**config.mk**
```make
export PLATFORM = sky130hd
export DESIGN_NAME = memoryGame
export DESIGN_NICKNAME = d
export VERILOG_FILES = /design/src/memoryGamePkg.sv /design/src/gameDatapathIf.sv /design/src/gameControl.sv /design/src/memoryGame.sv /design/src/moveTimer.sv /design/src/playCapture.sv /design/src/sequenceMemory.sv
export SDC_FILE = /design/constraint.sdc
export NUM_CORES = 1
export LEC_CHECK = 0
export ABC_CLOCK_PERIOD_IN_PS = 3800
export BUFFER_PORTS_ARGS = -buffer_cell sky130_fd_sc_hd__buf_2
export CAP_MARGIN = 5
export CORE_MARGIN = 4
export CORE_UTILIZATION = 45
export CTS_BUF_LIST = sky130_fd_sc_hd__clkbuf_8
export CTS_CLUSTER_SIZE = 12
export DETAILED_ROUTE_END_ITERATION = 6
export SYNTH_ARGS = -nofsm -noshare
export SYNTH_HDL_FRONTEND = slang
export SYNTH_SLANG_ARGS = --single-unit
```
**constraint.sdc**
```tcl
create_clock -name clock -period 3.8 [get_ports clock]
set_input_delay 0.38 -clock clock [delete_from_list [all_inputs] [get_ports clock]]
set_output_delay 0.38 -clock clock [all_outputs]
set_load 0.02 [all_outputs]
```
**src/memoryGamePkg.sv**
```systemverilog
// Memory game package with sizes, the fixed move table, the timeout limit and the FSM states
package memoryGamePkg;

    // --------------------
    // Sizes
    // --------------------

    // One bit per button
    localparam int moveWidth = 4;
    // Moves in a full round
    localparam int sequenceLength = 16;
    localparam int addressWidth = 4;
    // Address of the final move
    localparam logic [addressWidth-1:0] lastAddress = addressWidth'(sequenceLength - 1);

    // --------------------
    // Move table
    // --------------------

    // Fixed sequence of one-hot moves, entry 0 played first
    localparam logic [moveWidth-1:0] moveTable [sequenceLength] = '{
        4'b0001, 4'b0010, 4'b0100, 4'b1000,
        4'b0100, 4'b0010, 4'b0001, 4'b0001,
        4'b1000, 4'b0100, 4'b1000, 4'b0010,
        4'b0001, 4'b0100, 4'b0010, 4'b1000
    };

    // --------------------
    // Timeout
    // --------------------

    localparam int timerWidth = 8;
    // Short limit keeps simulation fast
    localparam logic [timerWidth-1:0] moveTimeoutCycles = 8'd200;

    // Control states, values double as the debug display code
    typedef enum logic [3:0] {
        idle       = 4'h0,
        prepare    = 4'h1,
        waitPlay   = 4'h3,
        storePlay  = 4'h4,
        compare    = 4'h5,
        nextMove   = 4'h6,
        endWon     = 4'hA,
        endTimeout = 4'hD,
        endLost    = 4'hE
    } gameState;

endpackage

```
**src/gameDatapathIf.sv**
```systemverilog
// Memory game link between the control unit and the datapath blocks
interface gameDatapathIf (
    input logic clock
);

    // Strobes from the control unit
    logic clearAddress;
    logic advanceAddress;
    logic clearPlay;
    logic storePlay;
    logic waiting;

    // Datapath status
    logic                                lastMove;
    logic [memoryGamePkg::moveWidth-1:0] expectedMove;
    logic                                playSeen;
    logic                                match;
    logic                                timeout;

    // --------------------
    // Views per block
    // --------------------
    modport control (
        input  clock, lastMove, playSeen, match, timeout,
        output clearAddress, advanceAddress, clearPlay, storePlay, waiting
    );
    modport sequencer (input clock, clearAddress, advanceAddress, output lastMove, expectedMove);
    modport capture (input clock, clearPlay, storePlay, expectedMove, output playSeen, match);
    modport timer (input clock, waiting, output timeout);

endinterface

```
**src/gameControl.sv**
```systemverilog
// Memory game control unit, a Moore FSM that runs one round and flags its result
module gameControl (
    input  logic                   clock,
    input  logic                   reset,
    input  logic                   start,
    gameDatapathIf.control         bus,
    output logic                   done,
    output logic                   won,
    output logic                   lost,
    output logic                   timedOut,
    output memoryGamePkg::gameState debugState
);

    memoryGamePkg::gameState state;
    memoryGamePkg::gameState nextState;

    // --------------------
    // State register
    // --------------------
    always_ff @(posedge clock or posedge reset) begin
        if (reset) begin
            state <= memoryGamePkg::idle;
        end else begin
            state <= nextState;
        end
    end

    // --------------------
    // Next state
    // --------------------
    always_comb begin
        case (state)
            memoryGamePkg::idle: begin
                nextState = start ? memoryGamePkg::prepare : memoryGamePkg::idle;
            end
            // Always one cycle to clear the datapath
            memoryGamePkg::prepare: begin
                nextState = memoryGamePkg::waitPlay;
            end
            // Timeout wins over a press in the same cycle
            memoryGamePkg::waitPlay: begin
                if (bus.timeout) begin
                    nextState = memoryGamePkg::endTimeout;
                end else if (bus.playSeen) begin
                    nextState = memoryGamePkg::storePlay;
                end else begin
                    nextState = memoryGamePkg::waitPlay;
                end
            end
            memoryGamePkg::storePlay: begin
                nextState = memoryGamePkg::compare;
            end
            // Verdict on the stored press
            memoryGamePkg::compare: begin
                if (!bus.match) begin
                    nextState = memoryGamePkg::endLost;
                end else if (bus.lastMove) begin
                    nextState = memoryGamePkg::endWon;
                end else begin
                    nextState = memoryGamePkg::nextMove;
                end
            end
            memoryGamePkg::nextMove: begin
                nextState = memoryGamePkg::waitPlay;
            end
            // End states hold until a new start
            memoryGamePkg::endWon,
            memoryGamePkg::endLost,
            memoryGamePkg::endTimeout: begin
                nextState = start ? memoryGamePkg::prepare : state;
            end
            default: begin
                nextState = memoryGamePkg::idle;
            end
        endcase
    end

    // --------------------
    // Moore outputs
    // --------------------
    always_comb begin
        // Address back to the first move before each round
        bus.clearAddress   = (state == memoryGamePkg::idle) || (state == memoryGamePkg::prepare);
        bus.clearPlay      = (state == memoryGamePkg::idle) || (state == memoryGamePkg::prepare);
        bus.storePlay      = (state == memoryGamePkg::storePlay);
        bus.advanceAddress = (state == memoryGamePkg::nextMove);
        // Timer runs only here
        bus.waiting        = (state == memoryGamePkg::waitPlay);

        done     = (state == memoryGamePkg::endWon) || (state == memoryGamePkg::endLost)
                   || (state == memoryGamePkg::endTimeout);
        won      = (state == memoryGamePkg::endWon);
        // Timeout counts as a loss too
        lost     = (state == memoryGamePkg::endLost) || (state == memoryGamePkg::endTimeout);
        timedOut = (state == memoryGamePkg::endTimeout);
    end

    // State code shown as is
    assign debugState = state;

endmodule

```
**src/memoryGame.sv**
```systemverilog
// Memory game top level joining the control unit and the datapath blocks
module memoryGame (
    input  logic                                   clock,
    input  logic                                   reset,
    input  logic                                   start,
    input  logic [memoryGamePkg::moveWidth-1:0]    buttons,
    output logic                                   done,
    output logic                                   won,
    output logic                                   lost,
    output logic                                   timedOut,
    output memoryGamePkg::gameState                debugState,
    output logic [memoryGamePkg::addressWidth-1:0] address
);

    // Shared strobes and status
    gameDatapathIf bus (
        .clock(clock)
    );

    // --------------------
    // Control unit
    // --------------------
    gameControl control (
        .clock     (clock),
        .reset     (reset),
        .start     (start),
        .bus       (bus),
        .done      (done),
        .won       (won),
        .lost      (lost),
        .timedOut  (timedOut),
        .debugState(debugState)
    );

    // --------------------
    // Datapath
    // --------------------
    sequenceMemory sequencer (
        .clock  (clock),
        .reset  (reset),
        .bus    (bus),
        .address(address)
    );

    // Press detect and compare
    playCapture capture (
        .clock  (clock),
        .reset  (reset),
        .buttons(buttons),
        .bus    (bus)
    );

    moveTimer timer (
        .clock(clock),
        .reset(reset),
        .bus  (bus)
    );

endmodule

```
**src/moveTimer.sv**
```systemverilog
// Memory game move timer that counts waiting cycles and flags the timeout
module moveTimer (
    input  logic         clock,
    input  logic         reset,
    gameDatapathIf.timer bus
);

    // Cycles spent in the current wait
    logic [memoryGamePkg::timerWidth-1:0] count;

    // --------------------
    // Wait counter
    // --------------------

    // Restarts on every cycle outside the wait
    always_ff @(posedge clock or posedge reset) begin
        if (reset) begin
            count <= '0;
        end else if (!bus.waiting) begin
            count <= '0;
        end else begin
            count <= count + 1'b1;
        end
    end

    // One cycle early so the end state lands on the limit
    assign bus.timeout = (count == memoryGamePkg::moveTimeoutCycles - 1'b1);

endmodule

```
**src/playCapture.sv**
```systemverilog
// Memory game press capture with button sync, new press detect, play register and compare
module playCapture (
    input  logic                                clock,
    input  logic                                reset,
    input  logic [memoryGamePkg::moveWidth-1:0] buttons,
    gameDatapathIf.capture                      bus
);

    // Sampled buttons and their previous sample
    logic [memoryGamePkg::moveWidth-1:0] buttonsSync;
    logic [memoryGamePkg::moveWidth-1:0] buttonsLast;
    // Stored press for the compare
    logic [memoryGamePkg::moveWidth-1:0] play;

    // --------------------
    // Button sampling
    // --------------------
    always_ff @(posedge clock or posedge reset) begin
        if (reset) begin
            buttonsSync <= '0;
            buttonsLast <= '0;
        end else begin
            buttonsSync <= buttons;
            buttonsLast <= buttonsSync;
        end
    end

    // New press only from all buttons released
    assign bus.playSeen = (|buttonsSync) && !(|buttonsLast);

    // --------------------
    // Play register
    // --------------------

    // Loads the press still held during storePlay
    always_ff @(posedge clock) begin
        if (bus.clearPlay) begin
            play <= '0;
        end else if (bus.storePlay) begin
            play <= buttonsSync;
        end
    end

    // Exact match against the table entry
    assign bus.match = (play == bus.expectedMove);

endmodule

```
**src/sequenceMemory.sv**
```systemverilog
// Memory game move sequencer with the address counter, table lookup and last move flag
module sequenceMemory (
    input  logic                                  clock,
    input  logic                                  reset,
    gameDatapathIf.sequencer                      bus,
    output logic [memoryGamePkg::addressWidth-1:0] address
);

    // Current move index
    logic [memoryGamePkg::addressWidth-1:0] moveIndex;

    // --------------------
    // Address counter
    // --------------------

    // Clear has priority over advance
    always_ff @(posedge clock or posedge reset) begin
        if (reset) begin
            moveIndex <= '0;
        end else if (bus.clearAddress) begin
            moveIndex <= '0;
        end else if (bus.advanceAddress) begin
            moveIndex <= moveIndex + 1'b1;
        end
    end

    // --------------------
    // Table lookup
    // --------------------

    // Move expected at this index
    assign bus.expectedMove = memoryGamePkg::moveTable[moveIndex];

    // High while on the final entry
    assign bus.lastMove = (moveIndex == memoryGamePkg::lastAddress);

    // Index for display
    assign address = moveIndex;

endmodule

```
==> impl_metrics.env, run 1 <==
export IMPL_worstMarginPinSlew_ns=0.891
export IMPL_wl_per_cell_um=13.6
export IMPL_diodes=0
export IMPL_fin_skew_ns=0.00165
export IMPL_preCtsSetupSlack_ns=1.95
export IMPL_syn_cell_area_um2=1520
export IMPL_dpl_cell_area_um2=1630
export IMPL_irDropWorstVdd_mv=0.193
export IMPL_antenna_found_initial=0
export IMPL_whs_ns=0.208
export IMPL_slew_violations=0
export IMPL_place_hpwl_um=2170
export IMPL_fill_cells=300
export IMPL_postLayoutCellArea_um2=1700
export IMPL_power_mw=0.872
export IMPL_syn_num_nets=176
export IMPL_cts_resized_gates=0
export IMPL_clockBufferDepth=2
export IMPL_final_cell_mix="dfrtp_1, buf_2, nor2_1"
export IMPL_cts_sinks=28
export IMPL_cts_buffers=3
export IMPL_grt_total_usage=0.158
export IMPL_fmax_mhz=470
export IMPL_min_path_type="in2reg"
export IMPL_min_delay_start="buttons[0]"
export IMPL_final_common_cell="dfrtp_1"
export IMPL_finalSetupViolations=0
export IMPL_grt_ovfl_total=0
export IMPL_async_reset_ff_frac=0.857
export IMPL_clk_latency_ns=0.27
export IMPL_final_setup_tns_ns=0
export IMPL_synth_edf_count=0
export IMPL_io_buffer_count=18
export IMPL_yosys_top_cells_area="dfrtp_1, dfxtp_1, ha_1"
export IMPL_grt_max_degree=25
export IMPL_rrSetupSlack_ns=1.92
export IMPL_setup_ws_ns=1.67
export IMPL_p_per_area_nw_per_um2=513
export IMPL_cap_violations=0
export IMPL_antenna_left=0
export IMPL_synth_top_area_frac=0.395
export IMPL_cts_tree="done"
export IMPL_layoutNonFillerInstCount=220
export IMPL_worst_path_max_fanout=19
export IMPL_whs_path_depth=1
export IMPL_crit_path_end_kind="output port"
export IMPL_min_period_ns=2.13
export IMPL_hold_violations=0
export IMPL_max_slew_margin_rel=0.405
export IMPL_pin_count=19
export IMPL_die_w_um=66.1
export IMPL_seq_area_frac_synth=0.447
export IMPL_synthCells=163
export IMPL_p_leak_nw=0.728
export IMPL_drt_iter0_markers=77
export IMPL_clk_pin_slew_ns=0.09
export IMPL_ctsHoldBuffers=0
export IMPL_area_growth_pct=11.6
export IMPL_ys_types=43
export IMPL_gp_congestion=0.752
export IMPL_dp_cells=216
export IMPL_ys_warn_count=0
export IMPL_required_ns=3.42
export IMPL_layout_nets=190
export IMPL_routed_wl_um=3000
export IMPL_first_pass_iters=4
export IMPL_core_um2=3150
export IMPL_status="finished clean"
export IMPL_cts_root_buf="clkbuf_8"
export IMPL_syn_avg_cell_area_um2=9.33
export IMPL_synthFlopType="dfrtp_1"
export IMPL_grt_pass1_vias=1207
export IMPL_grt_pass1_wl_um=5450
export IMPL_vias_per_cell=5.54
export IMPL_startpoint="control.debugState[0]"
export IMPL_rows=20
export IMPL_cts_setup_buffers=0
export IMPL_rr_worst_depth=7
export IMPL_utilization=0.538
export IMPL_die_area_um2=4380
export IMPL_rsz0062_at_grt="no"
export IMPL_yosys_area_top_type="dfrtp_1"
export IMPL_critPathKind="reg2out"
export IMPL_drc_errors=0
export IMPL_htree_levels=1
export IMPL_worst_ep_arrival_time_ns=1.75
export IMPL_ys_ff_latch=28
export IMPL_timing_final_crit_share=0.560
export IMPL_vias=1219
export IMPL_die_h_um=66.1
export IMPL_start_util=0.483
export IMPL_r2r_start="sequencer.address[0]"
export IMPL_drive_gt1_frac=0.165
export IMPL_start_kind="register"
[flip-flops by register name (all words and copies together), names as in the netlist]
name / flops
timer.count: 8
capture.buttonsLast: 4
capture.buttonsSync: 4
capture.play: 4
control.debugState: 4
sequencer.address: 4
[worst paths after layout]
check	to
min reg2reg	capture.buttonsLast[1]
max in group asynchronous	sequencer.address[0]
min in group asynchronous	capture.buttonsSync[2]
min	capture.buttonsSync[0]
max reg2reg	control.debugState[2]
max	done
[metal layers]
layer  vias up  track usage  routed length [um]
met5         -            0                   0
met4         0       0.0457                  19
met3         2       0.0204                  81
met2        16        0.266                1420
met1       594        0.209                1480
li1        607            -                   -
[report_power, final]
part	internal [mW]	switching, mW	total (mW)
clock network	0.141	0.0914	0.232
registers	0.328	0.0715	0.400
logic	0.0916	0.148	0.240
total	0.561	0.311	0.872
[final cells by class]
type                       count  area, um2  area share
inverter                       7       26.3      0.0155
sequential                    28        681       0.401
multi-input combinational    119        774       0.456
tap                           44       55.1      0.0324
clock inverter                 1       30.0      0.0177
clock buffer                   3       41.3      0.0243
timing repair buffer          18       90.1      0.0531
[synth_stat cells, drive strengths merged, types with 5 or more instances]
library cell  instances
a21oi                 9
a22o                  7
buf                   6
dfrtp                24
ha                    6
inv                   7
nand2                12
nand3                 5
nor2                 16
nor3                  5
o21ai                10
xnor2                 6
xor2                  5
[logic make-up after synthesis]
logic type	count (synthesis)	share of synthesized area
compound gates	39	0.167
mux	4	0.0280
xor+xnor	11	0.0633
simple gates	59	0.201
buf+inv	16	0.0436
fa+ha+maj	6	0.0493
flops	28	0.447
[worst max-delay path: stages (launching register included)]
cell and delay, ns:
dfrtp_1 0.73, nand2b_1 0.24, o21a_1 0.24, nor2b_1 0.11
buf_2 0.17
No activity file was read; power rests on OpenSTA's default activity.
==> run 2: changes to the inputs <==
- ABC_AREA: not set -> 1
- ABC_CLOCK_PERIOD_IN_PS: 3800 -> 1900
- PLACE_DENSITY: not set -> 0.67
- clock period: 3.8 -> 1.9 ns (I/O delays scaled with it)
==> run 2 against run 1 <==
  * Register-to-register slack worse by 1.7 ns
  * Largest cell class is now registers
  * Critical path depth up 5
  * Routed wire length up 2.1%
  * Combinational power up 81%
  * Core utilization up 0.79 points
  * Critical path type is now reg2reg
  * Cell count up 18%
  * Worst setup slack worse by 1.5 ns
  * Clock power up 54%
  * Power up 73%
  * Synthesized cell count up 18%
==> impl_metrics.env, run 2 <==
export IMPL_synth_most_common_cell="nand2_1"
export IMPL_seq_area_frac_synth=0.461
export IMPL_status="finished clean"
export IMPL_rr_worst_depth=9
export IMPL_gp_congestion=0.887
export IMPL_worstHoldEndpoint="capture.buttonsSync[3]"
export IMPL_synthFlopType="dfrtp_1"
export IMPL_antenna_left=0
export IMPL_timing_final_crit_share=0.898
export IMPL_clk_pin_slew_ns=0.09
export IMPL_drive_gt1_frac=0.162
export IMPL_wl_met2_um=1540
export IMPL_rsz0062_at_grt="no"
export IMPL_largest_register="timer.count"
export IMPL_max_slew_margin_rel=0.661
export IMPL_drt_iter0_markers=95
export IMPL_cts_setup_buffers=0
export IMPL_r2r_start="sequencer.address[2]"
export IMPL_fin_skew_ns=0.00944
export IMPL_die_w_um=65.3
export IMPL_min_path_type="in2reg"
export IMPL_postLayoutCellArea_um2=1700
export IMPL_hold_violations=0
export IMPL_die_h_um=65.3
export IMPL_p_leak_nw=0.855
export IMPL_syn_avg_cell_area_um2=7.66
export IMPL_required_ns=2.06
export IMPL_ys_types=26
export IMPL_clk_latency_ns=0.27
export IMPL_worstMarginPinSlew_ns=0.505
export IMPL_htree_levels=1
export IMPL_synth_top_area_frac=0.406
export IMPL_fill_cells=321
export IMPL_dpl_cell_area_um2=1620
export IMPL_p_per_area_nw_per_um2=891
export IMPL_worst_ep_arrival_time_ns=1.87
export IMPL_syn_cell_area_um2=1480
export IMPL_detail_route_wirelength_met1_um=1300
export IMPL_final_common_cell="nand2_1"
export IMPL_cts_buffers=3
export IMPL_cts_sinks=28
export IMPL_antenna_found_initial=0
export IMPL_start_kind="register"
export IMPL_drc_errors=0
export IMPL_io_buffer_count=18
export IMPL_topRoutingLayerUsed="met4"
export IMPL_grt_ovfl_total=0
export IMPL_core_um2=3100
export IMPL_synth_edf_count=0
export IMPL_final_setup_tns_ns=0
export IMPL_whs_path_depth=1
export IMPL_cts_root_buf="clkbuf_8"
export IMPL_wl_per_cell_um=11.8
export IMPL_ctsHoldBuffers=1
export IMPL_finalSetupViolations=0
export IMPL_layout_nets=230
export IMPL_startpoint="sequencer.address[2]"
export IMPL_crit_path_end_kind="register"
export IMPL_worst_path_max_fanout=9
export IMPL_min_period_ns=1.71
export IMPL_vias=1310
export IMPL_min_delay_start="buttons[3]"
export IMPL_diodes=0
export IMPL_place_hpwl_um=2370
export IMPL_met3_length_um=111
export IMPL_yosys_area_top_type="dfrtp_1"
export IMPL_r2r_end="control.debugState[3]"
export IMPL_area_growth_pct=14.7
export IMPL_critPathKind="reg2reg"
export IMPL_die_area_um2=4260
export IMPL_yosys_top_cells_area="dfrtp_1, nand2_1, nand3_1"
export IMPL_routed_wl_um=3060
export IMPL_cts_tree="done"
export IMPL_slew_violations=0
export IMPL_synth_commonest_cells="nand2_1, inv_1, dfrtp_1"
export IMPL_clockBufferDepth=2
export IMPL_rows=20
export IMPL_syn_num_nets=206
export IMPL_grt_total_usage=0.161
export IMPL_first_pass_iters=4
export IMPL_synthCells=193
export IMPL_vias_per_cell=5.04
export IMPL_irDropWorstVdd_mv=0.554
export IMPL_ys_warn_count=0
export IMPL_cap_violations=0
export IMPL_pin_count=19
export IMPL_final_cell_mix="nand2_1, inv_1, dfrtp_1"
export IMPL_fmax_mhz=586
export IMPL_ys_ff_latch=28
export IMPL_grt_pass1_wl_um=5380
export IMPL_start_util=0.476
export IMPL_grt_pass1_vias=1338
export IMPL_largest_reg_flops=8
export IMPL_cts_resized_gates=0
export IMPL_rrSetupSlack_ns=0.19
export IMPL_grt_max_degree=25
export IMPL_async_reset_ff_frac=0.857
run 2: cell types whose count changed after synthesis, sizes merged, moves of 4 or more:
| cell | before | now |
|---|---|---|
| xnor2 | 6 | 0 |
| a22o | 7 | 0 |
| nand2b | 4 | 0 |
| o21ai | 10 | 15 |
| buf | 6 | 2 |
| nor2 | 16 | 20 |
| nand2 | 12 | 43 |
| xor2 | 5 | 0 |
| inv | 7 | 31 |
| nand3 | 5 | 23 |
run 2: stage by stage:
| step | instances | total power, mW | setup slack (ns) | hold WS [ns] | utilization |
|---|---|---|---|---|---|
| final | 260 | 1.51 | 0.195 | 0.0236 | 0.546 |
| after global routing | 260 | 1.63 | 0.0238 | 0.00116 | 0.546 |
| after CTS | 259 | 1.53 | 0.207 | 0.0125 | 0.543 |
| after detailed placement | 254 | 1.17 | 0.220 | 0.247 | 0.522 |
| after global placement | 254 | 1.15 | 0.276 | 0.243 | 0.522 |
| after floorplan | 193 | 1.05 | 0.232 | 0.205 | - |
run 2: layer usage:
layer | up-vias | track usage
met5 | - | 0
met4 | 0 | 0.0984
met3 | 9 | 0.0291
met2 | 19 | 0.298
met1 | 613 | 0.166
li1 | 669 | -
run 2: area by class of cell:
cell class                 instances  area, um2  area share
clock buffer                       4       55.1      0.0325
inverter                          31        116      0.0686
multi-input combinational        132        671       0.396
timing repair buffer              21        118      0.0694
sequential                        28        681       0.401
tap                               44       55.1      0.0325
run 2: logic make-up after synthesis:
| kind of cell | Yosys count | share of synthesized area |
|---|---|---|
| and+or+nand+nor | 100 | 0.307 |
| buffers and inverters | 33 | 0.0855 |
| DFF | 28 | 0.461 |
| AOI/OAI and AO/OA | 26 | 0.0957 |
| adders and majority gates | 6 | 0.0508 |
run 2: how the worst max path moves through the flow:
stage                     slack (ns)                     to  depth (start not counted)
after floorplan                 0.23  control.debugState[3]                          9
after global placement          0.28  control.debugState[3]                          9
after detailed placement        0.22  control.debugState[3]                          9
after CTS                       0.21  control.debugState[3]                          9
after global routing            0.02  control.debugState[3]                          9
final                           0.19  control.debugState[3]                          9
run 2: critical path, cell delays in order (launching register included):
cell,delay (ns)
dfrtp_1,0.52
inv_2,0.14
ha_1,0.23
or2_0,0.22
nand3_1,0.08
nand2_1,0.05
nor2_1,0.15
nand3_1,0.09
nand2_1,0.06
nand3_1,0.06
run 2: where the power goes:
part	switching (mW)	internal (mW)	leakage, nW
Clock	0.173	0.185	0.0288
Combinational	0.294	0.140	0.483
Sequential	0.0647	0.653	0.344
Total	0.532	0.979	0.855
==> run 3: changes to the inputs <==
- ABC_CLOCK_PERIOD_IN_PS: 1900 -> 1700
- PLACE_DENSITY: 0.67 -> not set
- clock period: 1.9 -> 1.7 ns (I/O delays scaled with it)
==> run 3 against run 2 <==
  * Sequential share of layout area shrank 2.2 points
  * Cell count rose by 3.1%
  * Routed wire length increased by 0.43%
  * Critical endpoint is now done
  * Largest power group unchanged
==> impl_metrics.env, run 3 (synthesis gave the netlist of run 2 again) <==
export IMPL_status="finished clean"
export IMPL_worst_path_max_fanout=5
export IMPL_pin_count=19
export IMPL_worst_ep_arrival_time_ns=1.41
export IMPL_largest_register="timer.count"
export IMPL_antenna_left=0
export IMPL_start_kind="register"
export IMPL_grt_pass1_wl_um=5400
export IMPL_grt_busiest_layer="met2"
export IMPL_dpl_cell_area_um2=1650
export IMPL_fin_skew_ns=0.00729
export IMPL_clk_latency_ns=0.27
export IMPL_die_area_um2=4260
export IMPL_fmax_mhz=634
export IMPL_worstHoldEndpoint="control.debugState[2]"
export IMPL_core_um2=3100
export IMPL_finalSetupViolations=0
export IMPL_min_period_ns=1.58
export IMPL_timing_final_crit_share=0.928
export IMPL_postLayoutCellArea_um2=1800
export IMPL_gp_congestion=0.835
export IMPL_setup_ws_ns=0.122
export IMPL_start_util=0.476
export IMPL_slew_violations=0
export IMPL_p_leak_nw=0.897
export IMPL_clockBufferDepth=2
export IMPL_first_pass_iters=4
export IMPL_vias=1317
export IMPL_p_per_area_nw_per_um2=924
export IMPL_cts_buffers=3
export IMPL_area_growth_pct=21.7
export IMPL_required_ns=1.53
export IMPL_grt_pass1_vias=1309
export IMPL_r2r_end="control.debugState[3]"
export IMPL_htree_levels=1
export IMPL_met2_usage=0.283
export IMPL_wl_per_cell_um=11.5
export IMPL_rr_worst_depth=9
export IMPL_min_delay_start="start"
export IMPL_rrSetupSlack_ns=0.14
export IMPL_rows=20
export IMPL_diodes=0
export IMPL_final_common_cell="nand2_1"
export IMPL_cts_root_buf="clkbuf_8"
export IMPL_critPathKind="reg2out"
export IMPL_power_mw=1.66
export IMPL_grt_ovfl_total=0
export IMPL_cts_sinks=28
export IMPL_grt_max_degree=25
export IMPL_clk_pin_slew_ns=0.09
export IMPL_grt_util_met3=0.0308
export IMPL_min_path_type="in2reg"
export IMPL_io_buffer_count=18
export IMPL_cts_tree="done"
export IMPL_use_met1=0.193
export IMPL_largest_reg_flops=8
export IMPL_layout_nets=238
export IMPL_r2r_start="sequencer.address[0]"
export IMPL_irDropWorstVdd_mv=0.541
export IMPL_preCtsSetupSlack_ns=0.0144
export IMPL_max_slew_margin_rel=0.765
export IMPL_antenna_found_initial=0
export IMPL_drc_errors=0
export IMPL_cap_violations=0
export IMPL_whs_ns=0.224
export IMPL_grt_total_usage=0.158
export IMPL_drive_gt1_frac=0.214
export IMPL_hold_violations=0
export IMPL_worstMarginPinSlew_ns=0.352
export IMPL_drt_iter0_markers=86
export IMPL_utilization=0.579
export IMPL_final_cell_mix="nand2_1, inv_1, dfrtp_1"
export IMPL_crit_path_end_kind="output port"
export IMPL_die_h_um=65.3
export IMPL_whs_path_depth=4
export IMPL_routed_wl_um=3070
export IMPL_place_hpwl_um=2310
export IMPL_die_w_um=65.3
export IMPL_vias_per_cell=4.91
-- run 3: cell types whose count changed in the layout (fill, tap and decap cells not counted), sizes merged --
cell,delta
buf,+5
inv,+1
clkbuf,-1
dlygate4sd3,+3
-- run 3: worst max-delay path by stage --
stage,start,end,cells past startpoint
floorplan,sequencer.address[0],control.debugState[3],9
global placement,sequencer.address[0],control.debugState[2],9
detailed placement,sequencer.address[0],control.debugState[3],9
CTS,sequencer.address[0],control.debugState[3],9
global route,sequencer.address[1],control.debugState[2],13
finish,control.debugState[1],done,5
-- run 3: power by group --
group          leakage, nW  switching, mW  total, mW  internal (mW)
clock               0.0269          0.194      0.356          0.162
sequential           0.342         0.0722      0.802          0.730
combinational        0.528          0.338      0.504          0.166
total                0.897          0.604       1.66           1.06
-- run 3: critical path, stage by stage, from the launching register on --
cell and delay (ns):
dfrtp_1 0.42, inv_2 0.10, nor2_2 0.15, inv_2 0.07
o21ai_2 0.19, buf_2 0.20
-- run 3: per-stage QoR --
stage,std cells,setup TNS [ns]
after global routing,268,-0.0280
after global placement,258,0
after detailed placement,258,0
final,268,0
after floorplan,193,0
after CTS,267,0
-- run 3: metal layers --
metal,up-vias,wire (um)
met5,-,0
met4,0,27
met3,4,133
met2,26,1520
met1,603,1390
li1,684,-
-- run 3: timing repair --
action,4_1_cts,5_1_grt
hold buffers,5,0
buffers inserted,0,1
hold endpoints to repair,28,0
gates resized for setup,0,12
endpoints found under the setup margin,0,2
-- run 3: area by class of cell --
cell class | instances | area (um2)
clock buffer | 3 | 41.3
clock inverter | 1 | 3.75
sequential | 28 | 682
fill | 329 | 1310
inverter | 31 | 116
multi-input combinational | 132 | 711
timing repair buffer | 29 | 189
tap | 44 | 55.1
